===== src/rtl/pd_pkg.sv =====
package pd_pkg;

    // Block format
    localparam int WORD_W = 64;
    localparam int BYTES  = WORD_W / 8;

    localparam logic [1:0] HDR_DATA = 2'b01;
    localparam logic [1:0] HDR_CTRL = 2'b10;

    // Control type codes in bits 63:56 of a control block
    typedef enum logic [7:0] {
        TC_IDLE  = 8'h00,
        TC_S1    = 8'h1e,
        TC_S2    = 8'h2d,
        TC_S3    = 8'h33,
        TC_S4    = 8'h4b,
        TC_S5    = 8'h55,
        TC_T0    = 8'h66,
        TC_T1    = 8'h78,
        TC_T2    = 8'h87,
        TC_T3    = 8'h99,
        TC_T4    = 8'haa,
        TC_T5    = 8'hb4,
        TC_T6    = 8'hcc,
        TC_T7    = 8'hd2,
        TC_ERROR = 8'he1,
        TC_PAUSE = 8'hff
    } type_code_t;

    typedef enum logic [2:0] {
        BK_DATA,
        BK_START,
        BK_TERM,
        BK_IDLE,
        BK_PAUSE,
        BK_ERR,
        BK_BAD
    } block_kind_t;

    typedef enum logic [1:0] {
        ST_WAIT,
        ST_BODY,
        ST_TAIL
    } frame_state_t;

    typedef enum logic [2:0] {
        OP_NONE,
        OP_START,
        OP_JOIN,
        OP_TERM,
        OP_TAIL
    } beat_op_t;

endpackage


===== src/rtl/block_classifier.sv =====
`timescale 1ns/1ps

module block_classifier (
    input  logic                      clk_in,
    input  logic                      rst_in,
    input  logic [pd_pkg::WORD_W-1:0] payload_in,
    input  logic [1:0]                header_in,
    input  logic                      valid_in,
    output logic [pd_pkg::WORD_W-1:0] cur_word,
    output logic                      cur_valid,
    output pd_pkg::block_kind_t       cur_kind,
    output logic [2:0]                cur_count,
    output logic [pd_pkg::WORD_W-1:0] next_word,
    output pd_pkg::block_kind_t       next_kind,
    output logic [2:0]                next_count
);
    import pd_pkg::*;

    logic [1:0] cur_header;

    function automatic block_kind_t kind_of(logic [1:0] header, logic [WORD_W-1:0] word);
        if (header == HDR_DATA) begin
            return BK_DATA;
        end
        if (header != HDR_CTRL) begin
            return BK_ERR;
        end
        case (word[63:56])
            TC_S1, TC_S2, TC_S3, TC_S4, TC_S5: return BK_START;
            TC_T0, TC_T1, TC_T2, TC_T3,
            TC_T4, TC_T5, TC_T6, TC_T7:        return BK_TERM;
            TC_IDLE:                           return BK_IDLE;
            TC_PAUSE:                          return BK_PAUSE;
            TC_ERROR:                          return BK_ERR;
            default:                           return BK_BAD;
        endcase
    endfunction

    // Bytes carried by a start or terminate block, T0 falls to default
    function automatic logic [2:0] count_of(logic [WORD_W-1:0] word);
        case (word[63:56])
            TC_S1, TC_T1: return 3'd1;
            TC_S2, TC_T2: return 3'd2;
            TC_S3, TC_T3: return 3'd3;
            TC_S4, TC_T4: return 3'd4;
            TC_S5, TC_T5: return 3'd5;
            TC_T6:        return 3'd6;
            TC_T7:        return 3'd7;
            default:      return 3'd0;
        endcase
    endfunction

    always_ff @(posedge clk_in) begin
        if (rst_in) begin
            cur_valid <= 1'b0;
        end else begin
            cur_valid <= valid_in;
        end
    end

    always_ff @(posedge clk_in) begin
        cur_word   <= payload_in;
        cur_header <= header_in;
    end

    assign cur_kind  = kind_of(cur_header, cur_word);
    assign cur_count = count_of(cur_word);

    // An empty input slot looks like idle to the FSM
    assign next_word  = payload_in;
    assign next_kind  = valid_in ? kind_of(header_in, payload_in) : BK_IDLE;
    assign next_count = count_of(payload_in);

endmodule


===== src/rtl/frame_fsm.sv =====
`timescale 1ns/1ps

module frame_fsm (
    input  logic                clk_in,
    input  logic                rst_in,
    input  logic                cur_valid,
    input  pd_pkg::block_kind_t cur_kind,
    input  logic [2:0]          cur_count,
    input  pd_pkg::block_kind_t next_kind,
    input  logic [2:0]          next_count,
    output pd_pkg::beat_op_t    beat_op,
    output logic                m_error
);
    import pd_pkg::*;

    frame_state_t state_q;
    frame_state_t state_d;
    logic         lead;
    logic         err_d;
    // Current block was already used as look-ahead
    logic         skip_q;
    logic         skip_d;

    always_comb begin
        beat_op = OP_NONE;
        state_d = state_q;
        err_d   = 1'b0;
        skip_d  = 1'b0;
        lead    = 1'b0;

        case (state_q)
            ST_WAIT: begin
                if (cur_valid && !skip_q) begin
                    if (cur_kind == BK_START && cur_count != 3'd5) begin
                        beat_op = OP_START;
                    end else if (cur_kind == BK_START) begin
                        lead = 1'b1;
                    end else if (cur_kind != BK_IDLE && cur_kind != BK_PAUSE) begin
                        err_d = 1'b1;
                    end
                end
            end
            ST_BODY: begin
                lead = 1'b1;
            end
            ST_TAIL: begin
                beat_op = OP_TAIL;
                state_d = ST_WAIT;
            end
            default: begin
                state_d = ST_WAIT;
            end
        endcase

        // Five bytes of the current block wait for the look-ahead block
        if (lead) begin
            state_d = ST_WAIT;
            if (next_kind == BK_DATA) begin
                beat_op = OP_JOIN;
                state_d = ST_BODY;
            end else if (next_kind == BK_TERM) begin
                beat_op = OP_TERM;
                if (next_count > 3'd3) begin
                    state_d = ST_TAIL;
                end else begin
                    skip_d = 1'b1;
                end
            end else begin
                // Abort, a start block may still open the next frame
                err_d  = 1'b1;
                skip_d = (next_kind != BK_START);
            end
        end
    end

    always_ff @(posedge clk_in) begin
        if (rst_in) begin
            state_q <= ST_WAIT;
            skip_q  <= 1'b0;
            m_error <= 1'b0;
        end else begin
            state_q <= state_d;
            skip_q  <= skip_d;
            m_error <= err_d;
        end
    end

endmodule


===== src/rtl/lane_assembler.sv =====
`timescale 1ns/1ps

module lane_assembler (
    input  logic                      clk_in,
    input  logic                      rst_in,
    input  pd_pkg::beat_op_t          beat_op,
    input  logic [pd_pkg::WORD_W-1:0] cur_word,
    input  logic [2:0]                cur_count,
    input  logic [pd_pkg::WORD_W-1:0] next_word,
    input  logic [2:0]                next_count,
    output logic [pd_pkg::WORD_W-1:0] m_axis_tdata,
    output logic [pd_pkg::BYTES-1:0]  m_axis_tkeep,
    output logic [7:0]                m_axis_tuser,
    output logic [7:0]                m_axis_tdest,
    output logic                      m_axis_tlast,
    output logic                      m_axis_tvalid
);
    import pd_pkg::*;

    logic [WORD_W-1:0] raw;
    logic [WORD_W-1:0] data_d;
    logic [BYTES-1:0]  keep_d;
    logic [3:0]        nbytes;
    logic              last_d;
    logic              mid_frame_q;
    logic              take_ids;

    always_comb begin
        raw    = '0;
        nbytes = 4'd0;
        last_d = 1'b0;
        case (beat_op)
            OP_START: begin
                raw    = {cur_word[39:0], 24'h0};
                nbytes = {1'b0, cur_count};
                last_d = 1'b1;
            end
            OP_JOIN: begin
                raw    = {cur_word[39:0], next_word[63:40]};
                nbytes = 4'd8;
            end
            OP_TERM: begin
                // Up to three terminate bytes fit behind the five held ones
                raw    = {cur_word[39:0], next_word[55:32]};
                nbytes = (next_count > 3'd3) ? 4'd8 : 4'd5 + {1'b0, next_count};
                last_d = (next_count <= 3'd3);
            end
            OP_TAIL: begin
                raw    = {cur_word[31:0], 32'h0};
                nbytes = {1'b0, cur_count} - 4'd3;
                last_d = 1'b1;
            end
            default: begin
            end
        endcase

        keep_d = ~({BYTES{1'b1}} >> nbytes);
        for (int i = 0; i < BYTES; i++) begin
            data_d[i*8 +: 8] = keep_d[i] ? raw[i*8 +: 8] : 8'h00;
        end
    end

    // First beat of a frame has the start block as current block
    assign take_ids = (beat_op == OP_START) ||
                      ((beat_op == OP_JOIN || beat_op == OP_TERM) && !mid_frame_q);

    always_ff @(posedge clk_in) begin
        if (rst_in) begin
            m_axis_tvalid <= 1'b0;
            mid_frame_q   <= 1'b0;
        end else begin
            m_axis_tvalid <= (beat_op != OP_NONE);
            mid_frame_q   <= (beat_op == OP_JOIN);
        end
    end

    always_ff @(posedge clk_in) begin
        m_axis_tdata <= data_d;
        m_axis_tkeep <= keep_d;
        m_axis_tlast <= last_d;
        if (take_ids) begin
            m_axis_tuser <= cur_word[55:48];
            m_axis_tdest <= cur_word[47:40];
        end
    end

endmodule


===== src/rtl/pause_decoder.sv =====
`timescale 1ns/1ps

module pause_decoder (
    input  logic                      clk_in,
    input  logic                      rst_in,
    input  logic                      cur_valid,
    input  pd_pkg::block_kind_t       cur_kind,
    input  logic [pd_pkg::WORD_W-1:0] cur_word,
    output logic                      pause_out,
    output logic                      unpause_out,
    output logic [7:0]                pause_src_out
);
    import pd_pkg::*;

    logic is_pause;
    logic all_ones;

    assign is_pause = cur_valid && (cur_kind == BK_PAUSE);
    // Full pause field means pause, anything else releases
    assign all_ones = &cur_word[39:8];

    always_ff @(posedge clk_in) begin
        if (rst_in) begin
            pause_out     <= 1'b0;
            unpause_out   <= 1'b0;
            pause_src_out <= 8'h00;
        end else begin
            pause_out     <= is_pause && all_ones;
            unpause_out   <= is_pause && !all_ones;
            pause_src_out <= is_pause ? cur_word[55:48] : 8'h00;
        end
    end

endmodule


===== src/rtl/payload_decoder.sv =====
`timescale 1ns/1ps

module payload_decoder (
    input  logic                      clk_in,
    input  logic                      rst_in,
    input  logic [pd_pkg::WORD_W-1:0] payload_in,
    input  logic [1:0]                header_in,
    input  logic                      valid_in,
    output logic [pd_pkg::WORD_W-1:0] m_axis_tdata,
    output logic [pd_pkg::BYTES-1:0]  m_axis_tkeep,
    output logic [7:0]                m_axis_tuser,
    output logic [7:0]                m_axis_tdest,
    output logic                      m_axis_tlast,
    output logic                      m_axis_tvalid,
    output logic                      m_error,
    output logic                      pause_out,
    output logic                      unpause_out,
    output logic [7:0]                pause_src_out
);
    import pd_pkg::*;

    logic [WORD_W-1:0] cur_word;
    logic              cur_valid;
    block_kind_t       cur_kind;
    logic [2:0]        cur_count;
    logic [WORD_W-1:0] next_word;
    block_kind_t       next_kind;
    logic [2:0]        next_count;
    beat_op_t          beat_op;

    block_classifier block_classifier_inst (
        .clk_in     (clk_in),
        .rst_in     (rst_in),
        .payload_in (payload_in),
        .header_in  (header_in),
        .valid_in   (valid_in),
        .cur_word   (cur_word),
        .cur_valid  (cur_valid),
        .cur_kind   (cur_kind),
        .cur_count  (cur_count),
        .next_word  (next_word),
        .next_kind  (next_kind),
        .next_count (next_count)
    );

    frame_fsm frame_fsm_inst (
        .clk_in     (clk_in),
        .rst_in     (rst_in),
        .cur_valid  (cur_valid),
        .cur_kind   (cur_kind),
        .cur_count  (cur_count),
        .next_kind  (next_kind),
        .next_count (next_count),
        .beat_op    (beat_op),
        .m_error    (m_error)
    );

    lane_assembler lane_assembler_inst (
        .clk_in        (clk_in),
        .rst_in        (rst_in),
        .beat_op       (beat_op),
        .cur_word      (cur_word),
        .cur_count     (cur_count),
        .next_word     (next_word),
        .next_count    (next_count),
        .m_axis_tdata  (m_axis_tdata),
        .m_axis_tkeep  (m_axis_tkeep),
        .m_axis_tuser  (m_axis_tuser),
        .m_axis_tdest  (m_axis_tdest),
        .m_axis_tlast  (m_axis_tlast),
        .m_axis_tvalid (m_axis_tvalid)
    );

    pause_decoder pause_decoder_inst (
        .clk_in        (clk_in),
        .rst_in        (rst_in),
        .cur_valid     (cur_valid),
        .cur_kind      (cur_kind),
        .cur_word      (cur_word),
        .pause_out     (pause_out),
        .unpause_out   (unpause_out),
        .pause_src_out (pause_src_out)
    );

endmodule


===== config.mk =====
export PLATFORM = sky130hd
export DESIGN_NAME = payload_decoder
export DESIGN_NICKNAME = d
export VERILOG_FILES = /design/src/rtl/pd_pkg.sv /design/src/rtl/block_classifier.sv /design/src/rtl/frame_fsm.sv /design/src/rtl/lane_assembler.sv /design/src/rtl/pause_decoder.sv /design/src/rtl/payload_decoder.sv
export SDC_FILE = /design/constraint.sdc
export NUM_CORES = 1
export LEC_CHECK = 0
export BUFFER_PORTS_ARGS = -buffer_cell sky130_fd_sc_hd__buf_2
export CAP_MARGIN = 20
export CORE_AREA = 2 2 127 129
export CTS_CLUSTER_SIZE = 28
export DETAILED_ROUTE_END_ITERATION = 6
export DIE_AREA = 0 0 129 131
export GPL_TIMING_DRIVEN = 0
export HOLD_SLACK_MARGIN = 0.06
export MAX_ROUTING_LAYER = met4
export PLACE_DENSITY = 0.67
export SLEW_MARGIN = 15
export SYNTH_ARGS = -nofsm -noshare
export SYNTH_HDL_FRONTEND = slang
export SYNTH_SLANG_ARGS = --single-unit

===== constraint.sdc =====
create_clock -name clk_in -period 5.9 [get_ports clk_in]
set_input_delay 0.885 -clock clk_in [delete_from_list [all_inputs] [get_ports clk_in]]
set_output_delay 0.885 -clock clk_in [all_outputs]
set_load 0.005 [all_outputs]

# Word level (Yosys, flattened, before mapping)
# Cells that the tools add are included.
dict set report word_totals {
  regBits 172
  in_bits 69
  out_inout_bits 101
  word_cells 163
}
dict set report op_classes {
  addsub 2
  magnitude_cmp 2
  n_eq_ne 48
  n_shift 1
  n_mux 48
  bitwise 3
  reduce_logical 36
}
# op count
set op_table {}
lappend op_table {{$pmux 64 s4} 1}
lappend op_table {{$eq 8x8->1 const B} 16}
lappend op_table {{$eq 8x7->1 const B} 8}
lappend op_table {{$pmux 3 s7} 2}
lappend op_table {{$mux 3} 13}
lappend op_table {{$eq 8x6->1 const B} 4}
lappend op_table {{$reduce_and 32->1} 1}
lappend op_table {{$pmux 3 s5} 2}
lappend op_table {{$reduce_or 2->1} 13}
lappend op_table {{$mux 1} 20}
lappend op_table {{$eq 8x5->1 const B} 2}
lappend op_table {{$logic_not 8->1} 2}
lappend op_table {{$pmux 4 s4} 1}
lappend op_table {{$reduce_or 8->1} 2}
lappend op_table {{$mux 2} 5}
lappend op_table {{$reduce_or 5->1} 2}
lappend op_table {{$eq 3x2->1 const B} 3}
lappend op_table {{$not 8->8} 1}
lappend op_table {{$shr 8x4->8 const A} 1}
lappend op_table {{$logic_and 1x1->1} 7}
lappend op_table {{$eq 2x1->1 const B} 3}
lappend op_table {{$eq 3x1->1 const B} 2}
lappend op_table {{$eq 3x3->1 const B} 2}
lappend op_table {{$ne 3x3->1 const B} 2}
lappend op_table {{19 further kinds} 25}

# Depth between registers and ports, before layout
# Gate-level depths: netlist of the first run.
dict set report depth {
  depth_word 17
  mapped_depth 13
  mapped_depth_nobuf 12
}

# Modules after synthesis
# A second synthesis of the first run with hierarchy kept.
dict set report unflattened {
  cells_unflattened 615
  area_unflattened_um2 6513.7
}
# module instances cells_per_inst area_per_inst_um2 seq_area_each_um2
set modules_own_cells {}
lappend modules_own_cells {lane_assembler 1 290 3130.5 1981.9}
lappend modules_own_cells {block_classifier 1 266 2788.9 1341.3}
lappend modules_own_cells {pause_decoder 1 33 366.6 200.2}
lappend modules_own_cells {frame_fsm 1 26 227.7 80.1}

# Worst setup path after synthesis of the first run
# No wires, ideal clock.
dict set report synth_timing {
  path_type {input to register}
  startpoint {input payload_in[60] (netlist name)}
  endpoint {register lane_assembler_inst.m_axis_tdest[0], enable pin}
  t_arrival_ns 3.668
  t_required_ns 5.486
  path_slack_ns 1.817
  stages 7
  n_path_buf 1
  path_cell_list {nand4bb_1 > nor3_1 > nor4b_1 > a31oi_1 > or2_2 > clkbuf_1 > o31ai_1}
}
dict set report synth_via {
  elab_chain_len 14
}
# element line
set synth_rtl {}
lappend synth_rtl {{start, declared} payload_decoder.sv:6} ;# input logic [pd_pkg::WORD_W-1:0] payload_in,
lappend synth_rtl {{$eq 8x7->1, or another cell as far along} block_classifier.sv:28} ;# case (word[63:56])
lappend synth_rtl {{$reduce_or 8->1 or $reduce_or 5->1 (tied branches)} block_classifier.sv:28}
lappend synth_rtl {{$pmux 3 s5 *} block_classifier.sv:28}
lappend synth_rtl {{$mux 3 *} block_classifier.sv:28}
lappend synth_rtl {{$mux 3 *} block_classifier.sv:25} ;# if (header != HDR_CTRL) begin
lappend synth_rtl {{$mux 3 *} block_classifier.sv:71} ;# assign next_kind = valid_in ? kind_of(header_in, payload_in) : BK_IDLE;
lappend synth_rtl {{$eq 3x2->1} frame_fsm.sv:61} ;# end else if (next_kind == BK_TERM) begin
lappend synth_rtl {{$mux 3} frame_fsm.sv:61}
lappend synth_rtl {{$mux 3 *} frame_fsm.sv:58} ;# if (next_kind == BK_DATA) begin
lappend synth_rtl {{$mux 3 *} frame_fsm.sv:56} ;# if (lead) begin
lappend synth_rtl {{$eq 3x2->1} lane_assembler.sv:65} ;# ((beat_op == OP_JOIN || beat_op == OP_TERM) && !mid_frame_q);
lappend synth_rtl {{$logic_or 1x1->1} lane_assembler.sv:65}
lappend synth_rtl {{$logic_and 1x1->1} lane_assembler.sv:65}
lappend synth_rtl {{$logic_or 1x1->1 *} lane_assembler.sv:64} ;# assign take_ids = (beat_op == OP_START) ||
lappend synth_rtl {{net lane_assembler_inst.take_ids} lane_assembler.sv:26} ;# logic take_ids;
lappend synth_rtl {{end signal, assigned} lane_assembler.sv:83} ;# m_axis_tdest <= cur_word[47:40];
lappend synth_rtl {{end, declared} lane_assembler.sv:14} ;# output logic [7:0] m_axis_tdest,
# The timed path passes the listed nets; every way through them passes the cells marked *.
# A chain may end at the register's enable or synchronous reset.

# Final worst setup path of the first run
dict set report layout_timing {
  startpoint {input payload_in[56] (netlist name)}
  endpoint {register lane_assembler_inst.m_axis_tdata[58] (netlist name)}
}
dict set report layout_via {
  elab_chain_len 14
}
# element line
set layout_rtl {}
lappend layout_rtl {{$eq 8x7->1, or another cell as far along} block_classifier.sv:28}
lappend layout_rtl {{$reduce_or 8->1 or $reduce_or 5->1 (tied branches)} block_classifier.sv:28}
lappend layout_rtl {{$pmux 3 s5} block_classifier.sv:28}
lappend layout_rtl {{$mux 3} block_classifier.sv:28}
lappend layout_rtl {{$mux 3} block_classifier.sv:25}
lappend layout_rtl {{$mux 3} block_classifier.sv:71}
lappend layout_rtl {{$eq 3x2->1} frame_fsm.sv:61}
lappend layout_rtl {{$mux 3} frame_fsm.sv:61}
lappend layout_rtl {{$mux 3} frame_fsm.sv:58}
lappend layout_rtl {{$mux 3} frame_fsm.sv:56}
lappend layout_rtl {{$eq 3x3->1, or another cell as far along} lane_assembler.sv:32} ;# case (beat_op)
lappend layout_rtl {{$pmux 4 s4} lane_assembler.sv:32}
lappend layout_rtl {{$shr 8x4->8} lane_assembler.sv:57} ;# keep_d = ~({BYTES{1'b1}} >> nbytes);
lappend layout_rtl {{$not 8->8} lane_assembler.sv:57}
lappend layout_rtl {{end signal, assigned} lane_assembler.sv:78} ;# m_axis_tdata <= data_d;
lappend layout_rtl {{end, declared} lane_assembler.sv:11} ;# output logic [pd_pkg::WORD_W-1:0] m_axis_tdata,
# Several ways; a longest one is shown, not always the timed one.

==> results of run 1 <==
[worst min-delay path by stage]
stage,start,endpoint,slack [ps],cells past startpoint
after floorplan,block_classifier_inst.cur_word[40],lane_assembler_inst.m_axis_tdest[0],390,0
after global placement,block_classifier_inst.cur_word[40],lane_assembler_inst.m_axis_tdest[0],390,0
after detailed placement,block_classifier_inst.cur_word[47],lane_assembler_inst.m_axis_tdest[7],390,0
after CTS,block_classifier_inst.cur_word[47],lane_assembler_inst.m_axis_tdest[7],410,0
after global routing,block_classifier_inst.cur_word[47],lane_assembler_inst.m_axis_tdest[7],410,0
final,block_classifier_inst.cur_word[47],lane_assembler_inst.m_axis_tdest[7],400,0
[area by class of cell]
| cell class | count | area (µm²) | share of cell area |
|---|---|---|---|
| clock inverters | 11 | 110 | 0.0141 |
| well taps | 216 | 270 | 0.0345 |
| repair buffers | 171 | 862 | 0.110 |
| plain buffers | 32 | 138 | 0.0176 |
| inverters | 9 | 33.8 | 0.00432 |
| multi-input cells | 334 | 2360 | 0.301 |
| flip-flops and latches | 172 | 3600 | 0.460 |
| clock buffers | 21 | 450 | 0.0575 |
[through the flow]
stage | cells | power [mW] | hold slack (ps)
after floorplan | 547 | 1.30 | 386
after CTS | 966 | 2.41 | 408
final | 966 | 2.39 | 404
after detailed placement | 934 | 1.36 | 392
after global placement | 932 | 1.35 | 386
after global routing | 966 | 2.48 | 405
[metal layers]
metal  global-route usage  up-vias  wire (µm)
met2                0.319      189       8170
li1                     -     2401          -
met4               0.0735        0        252
met1                0.237     2392       6990
met5                    -        -          0
met3               0.0505       24       1060
[state kept, by name (all words and copies together), names as in the netlist, 2 cells and up]
signal / flops
block_classifier_inst.cur_header: 2
block_classifier_inst.cur_word: 64
frame_fsm_inst.state_q: 2
lane_assembler_inst.m_axis_tdata: 64
lane_assembler_inst.m_axis_tdest: 8
lane_assembler_inst.m_axis_tkeep: 8
lane_assembler_inst.m_axis_tuser: 8
pause_decoder_inst.pause_src_out: 8
[cells by family after synthesis]
group | synth area share
AND/OR/NAND/NOR | 0.218
flip-flops | 0.589
AO/OA/AOI/OAI | 0.116
buffers and inverters | 0.0280
multiplexers | 0.0393
adder cells (fa/ha/maj) | 0.00819
XOR/XNOR | 0.00143
[worst register-to-register path, cell delays in order, from the launching register on]
cell and delay, ps:
dfxtp_1 450, clkbuf_1 340, nor4bb_1 350, o2111ai_1 190, nand4_1 270, ha_1 220
a21bo_2 260, o32a_1 380, o31ai_2 500, buf_2 320, a22oi_1 90, nor2_1 150
[power breakdown]
| group | internal [mW] | total [mW] | leakage [nW] | switching, mW |
|---|---|---|---|---|
| clock | 0.598 | 1.06 | 0.270 | 0.458 |
| combinational | 0.0495 | 0.112 | 1.67 | 0.0625 |
| sequential | 1.20 | 1.22 | 1.43 | 0.0181 |
[placed cells by master (no fill, tap or decap), drive strengths merged, types with 3 or more instances in the layout]
cell	count
nor3	21
a21oi	9
and4bb	3
inv	13
edfxtp	16
or4	3
o211ai	4
a31oi	3
nor4bb	33
nand3	6
nand2b	9
a22oi	32
nor2b	7
or2	3
nand2	19
clkbuf	44
nand4	14
nor2	57
nor4	13
a211oi	4
a21o	3
buf	180
dfxtp	156
and2	8
o21ai	13
mux2i	24
ha	4
or3	4
clkinv	4
o2111ai	4
==> metrics, run 1 <==
post-layout util=0.502; final period utilization=0.687; Final ANT Viol Nets=0; Cell variety after synth=a little over 60; Port Buffer Count=approximately 170; Top FF cell, synth=dfxtp_1; Post-CTS Setup Inserts=0; CP peak stage delay=~550 ps; CTS tree=yes; total negative slack=0 ps; R2R depth=11; Post-synth top cells=dfxtp_1 (156), nor2_1 (57), nor4bb_1 (33); #FFs+latches synth=between 150 and 200; CTS H-tree depth=4; FMAX=247 MHz; via count=5006; fillers=~1400; Yosys top cell area share=0.511; CP startpoint=payload_in[56]; arrival time at the worst endpoint=~4400 ps; R2R Path End=lane_assembler_inst.m_axis_tdata[47]; hpwl dp=between 10000 and 15000 µm; hold_buf cts=0; crit end category=register; die height=131 µm; Yosys warning total=0; Setup violations, final=0; Crit path top cell by count=ha_1; most frequent cell after synthesis=dfxtp_1; first-pass GRT wire length=~24000 µm; post-CTS sizing=0; Worst-path clk slew=roughly 60 ps; maxcap violations=0; max_slew headroom=0.458; EDFF count, synth=16; critical-path maximum fanout=10; worst slew pin tran=~800 ps; layout cells sized above 1=0.312; root buffer cell=clkbuf_16; ant diodes=0; GRT overflow=0; worst slack, placed=~1400 ps; GP Congestion=0.880; vias in the first global route=4607; First-pass DRT Iterations=4; Critical Path End=lane_assembler_inst.m_axis_tdata[58]; Ports=170; Net Count, Synth=620; # rows=between 40 and 50; Area Growth Syn to Fin=28.0%; Nets=just over 800; Wirelength per Cell=~17 µm; Cell Pwr Density=about 310 nW/µm²; Die ar.=~17000 µm²; CTS Buf Count=17; origin of the critical flop-to-flop path=block_classifier_inst.cur_word[61]; Design Area, Final=7830 µm²; Mapped Cells=547; sequential share of the synthesized area=0.589; Avg Cell Area, Syn=11.2 µm²; Reg2Reg Setup Slack=about 2300 ps; status=finished, final reports clean; critical path's slowest cell=or4_1; Synth area leader=dfxtp_1; Hold Vio Cnt, Final=0; DP Area=around 7300 µm²; crit-path leading delay family=simple AND/OR/NAND/NOR gates; Initial DRC Count=~320; Max clock buf depth=2; Tmin final=between 4000 and 5000 ps; worst path buffer plus inverter count=3; clock sink count=approximately 170; WP data required=6200 ps; Mapped Area=around 6100 µm²; Leak=about 3.4 nW; Clk Latency, worst-skew pair=about 430 ps; largest net degree at the start of global routing=17; final wirelength=16500 µm; worst vdd ir=0.242 mV; initial antenna violation count=0; worst-path cell chain=buf_2, clkbuf_1, nor4bb_1, o211ai_1, a21boi_0, or2_2, ha_1, inv_1, ha_1, or4_1, nand3b_1, a211oi_4, nor2_1; Clock Skew=7.32 ps; HP Class=register to register; Synth area leaders=dfxtp_1 (51%), edfxtp_1 (7.9%), nor4bb_1 (5.4%); Vias/cell=around 5.2; Initial Util=0.392; Setup crit start kind=input pin; Core Area=approximately 16000 µm²; WS Path Type=input pin to register; Tot GR Track Use=0.197; unrepaired setup endpoints after global routing=false; FFs w/ async S/R, synth=0; Die W=approximately 130 µm; DRC Markers=0; critical path depth=13; Setup WS post-layout=1850 ps; Max Slew Vio Count=0
Note: power is estimated with default switching activity, not from simulation.
==> inputs of run 2 (changes only) <==
Settings changed: ABC_AREA from default to 1, CORE_AREA 2 2 127 129 to 2 2 128 130, DIE_AREA 0 0 129 131 to 0 0 130 132, PLACE_DENSITY 0.67 to 0.69.
Clock period 5.9 ns to 3.26 ns, I/O delays scaled along.
==> run 2 against run 1 <==
- combinational power grew 58%
- via count grew 5.8%
- routed wire length shrank 3.0%
- worst hold slack lost 250 ps
- clock skew grew 2.9 ps
- non-clock buffer count shrank 15
- sequential power grew 81%
- critical path type is now register to register
==> metrics, run 2 <==
Wirelength per Cell=13.7 µm (-20%); FFs w/ async S/R, synth=0 (unchanged); Final ANT Viol Nets=0 (unchanged); final wirelength=16000 µm (-3.0%); Setup violations, final=0 (unchanged); CTS tree=yes; Die W=130 µm (+0.78%); status=finished, final reports clean; Vias/cell=4.54 (-12%); WP data required=3620 ps (-2580 ps); initial antenna violation count=3 (+3); First-pass DRT Iterations=5 (+1); Yosys top cell area share=0.502 (-0.00903); Mapped Area=6220 µm² (+1.8%); unrepaired setup endpoints after global routing=false; Tot GR Track Use=0.196 (-0.000429); GP Congestion=0.835 (-5.1%); Port Buffer Count=169 (unchanged); Max clock buf depth=2 (unchanged); Ports=170 (unchanged); Yosys warning total=0 (unchanged); max_slew headroom=0.513 (+0.0554); DRC Markers=0 (unchanged); Synth area leader=dfxtp_1; Initial Util=0.396 (+0.00414); CP startpoint=block_classifier_inst.cur_word[61]; largest net degree at the start of global routing=20 (+3); Mapped Cells=743 (+36%); clock sink count=172 (unchanged); root buffer cell=clkbuf_16; R2R Path End=lane_assembler_inst.m_axis_tdata[55]; Top FF cell, synth=dfxtp_1; # rows=46 (unchanged); Hold Vio Cnt, Final=0 (unchanged); sequential share of the synthesized area=0.579 (-0.0104); Clk Latency, worst-skew pair=430 ps (about the same); vias in the first global route=5054 (+9.7%); final period utilization=0.876; Largest regs=block_classifier_inst.cur_word x64, lane_assembler_inst.m_axis_tdata x64; worst slack, placed=239 ps (-1200 ps); EDFF count, synth=16 (unchanged); Clock Skew=10.3 ps (+2.93 ps); Die ar.=17200 µm² (+1.5%); Max Slew Vio Count=0 (unchanged); crit end category=register; GRT overflow=0 (unchanged); Cell Pwr Density=547 nW/µm² (+79%); #FFs+latches synth=172 (unchanged); Placed Instances=1129 (+21%); Area Growth Syn to Fin=28.3%; Final Instance Count excl. Fillers=1167 (+21%); WS Path Type=register to register; CTS H-tree depth=4 (unchanged); Reg2Reg Setup Slack=400 ps (-1920 ps); Leak=4.01 nW (+19%); Setup WS post-layout=404 ps (-1440 ps); Setup crit start kind=register; critical-path maximum fanout=10 (unchanged); Worst-path clk slew=70 ps (about the same); Nets=1008 (+24%); CTS Buf Count=17 (unchanged); HP Class=input pin to register; origin of the critical flop-to-flop path=block_classifier_inst.cur_word[61]; hpwl dp=12300 µm (-0.18%); die height=132 µm (+0.76%); Hold WS=158 ps (-246 ps); Synth area leaders=dfxtp_1 (50%), nand2_1 (8.1%), edfxtp_1 (7.7%); most frequent cell after synthesis=dfxtp_1; worst slew pin tran=728 ps (-73.9 ps); Core Area=15700 µm² (+0.74%); layout cells sized above 1=0.268 (-0.0441); maxcap violations=0 (unchanged); Tmin final=2860 ps; via count=5295 (+5.8%); first-pass GRT wire length=25200 µm (+2.9%); commonest cells after routing, fill and taps aside=buf_2 (174), dfxtp_1 (156), nand2_1 (135), inv_1 (128), nor2_1 (123); Net Count, Synth=816 (+32%); worst vdd ir=0.382 mV (+58%); total power=4.37 mW (+83%); commonest non-fill, non-tap cell in the layout=buf_2; Cell variety after synth=34 (-45%); Initial DRC Count=284 (-11%); FMAX=350 MHz; Critical Path End=lane_assembler_inst.m_axis_tdata[55]; R2R depth=18 (+7); arrival time at the worst endpoint=3220 ps (-1130 ps); Post-synth top cells=dfxtp_1 (156), nand2_1 (135), inv_1 (128); Avg Cell Area, Syn=8.38 µm² (-25%)
run 2: changes by cell type after synthesis, moves of 21 or more:
cell / before / now
o22ai_1: 2 / 23
mux2i_1: 24 / 0
nor2_1: 57 / 123
nor4bb_1: 33 / 0
nand2_1: 18 / 135
inv_1: 9 / 128
run 2: worst min path at each step:
stage | from | endpoint | cells past startpoint
2_1_floorplan | block_classifier_inst.cur_word[40] | lane_assembler_inst.m_axis_tdest[0] | 0
3_3_place_gp | block_classifier_inst.cur_word[40] | lane_assembler_inst.m_axis_tdest[0] | 0
3_5_place_dp | block_classifier_inst.cur_word[41] | lane_assembler_inst.m_axis_tdest[1] | 0
4_1_cts | payload_in[3] | block_classifier_inst.cur_word[3] | 1
5_1_grt | payload_in[2] | block_classifier_inst.cur_word[2] | 1
6_report | payload_in[2] | block_classifier_inst.cur_word[2] | 1
run 2: cell type report:
class                           count  area [µm²]
Fill cell                        1488        7720
Sequential cell                   172        3600
Multi-Input combinational cell    418        2020
Timing Repair Buffer              173         880
Inverter                          138         523
Clock buffer                       17         425
Tap cell                          216         270
Clock inverter                     15         170
Buffer                             15        88.8
Antenna cell                        3        7.51
run 2: through the flow:
| step | TNS (ps) | utilization | area (µm²) |
|---|---|---|---|
| after floorplan | 0 | - | 6220 |
| after global placement | -6080 | 0.467 | 7340 |
| after detailed placement | 0 | 0.468 | 7360 |
| after CTS | 0 | 0.506 | 7950 |
| after global routing | 0 | 0.508 | 7990 |
| final | 0 | 0.508 | 7990 |
run 2: kinds of logic (layout without fill, tap and decap cells):
family                   Yosys count  after routing  synth area share
flip-flops                       172            172             0.579
AND/OR/NAND/NOR                  336            336             0.233
adder cells (fa/ha/maj)            4              4           0.00804
AO/OA/AOI/OAI                     78             78            0.0814
other                              0              3                 0
buffers and inverters            153            358            0.0983
run 2: routing by layer:
metal  wire length, µm  share of wire  up-vias  GRT usage
li1                  -              -     2726          -
met1              6880           0.43     2392      0.236
met2              7920           0.50      161      0.319
met3               958          0.060       16     0.0507
met4               219          0.014        0     0.0651
met5                 0              0        -          -
run 2: report_power, final:
part	internal (mW)	switching, mW
logic	0.0666	0.110
clock network	1.03	0.946
registers	2.18	0.0288
total	3.28	1.08
run 2: worst max-delay path: stages (launching register included):
cell,delay [ps]
dfxtp_1,360
inv_1,80
nand2_1,100
inv_1,60
nand2_1,60
nor2_1,50
nor2_1,130
nand2_1,80
nor2_1,200
ha_1,190
nand2_1,80
nor3_2,130
nand3_2,130
a21oi_4,230
nand2_1,190
nand2_2,220
buf_2,250
a22oi_1,120
a21oi_2,120
run 2: timing repair:
item                       4_1_cts  5_1_grt
buffers inserted                 0        3
setup endpoints to repair        0        9
gates resized for setup          0        1
hold buffers                     0        0
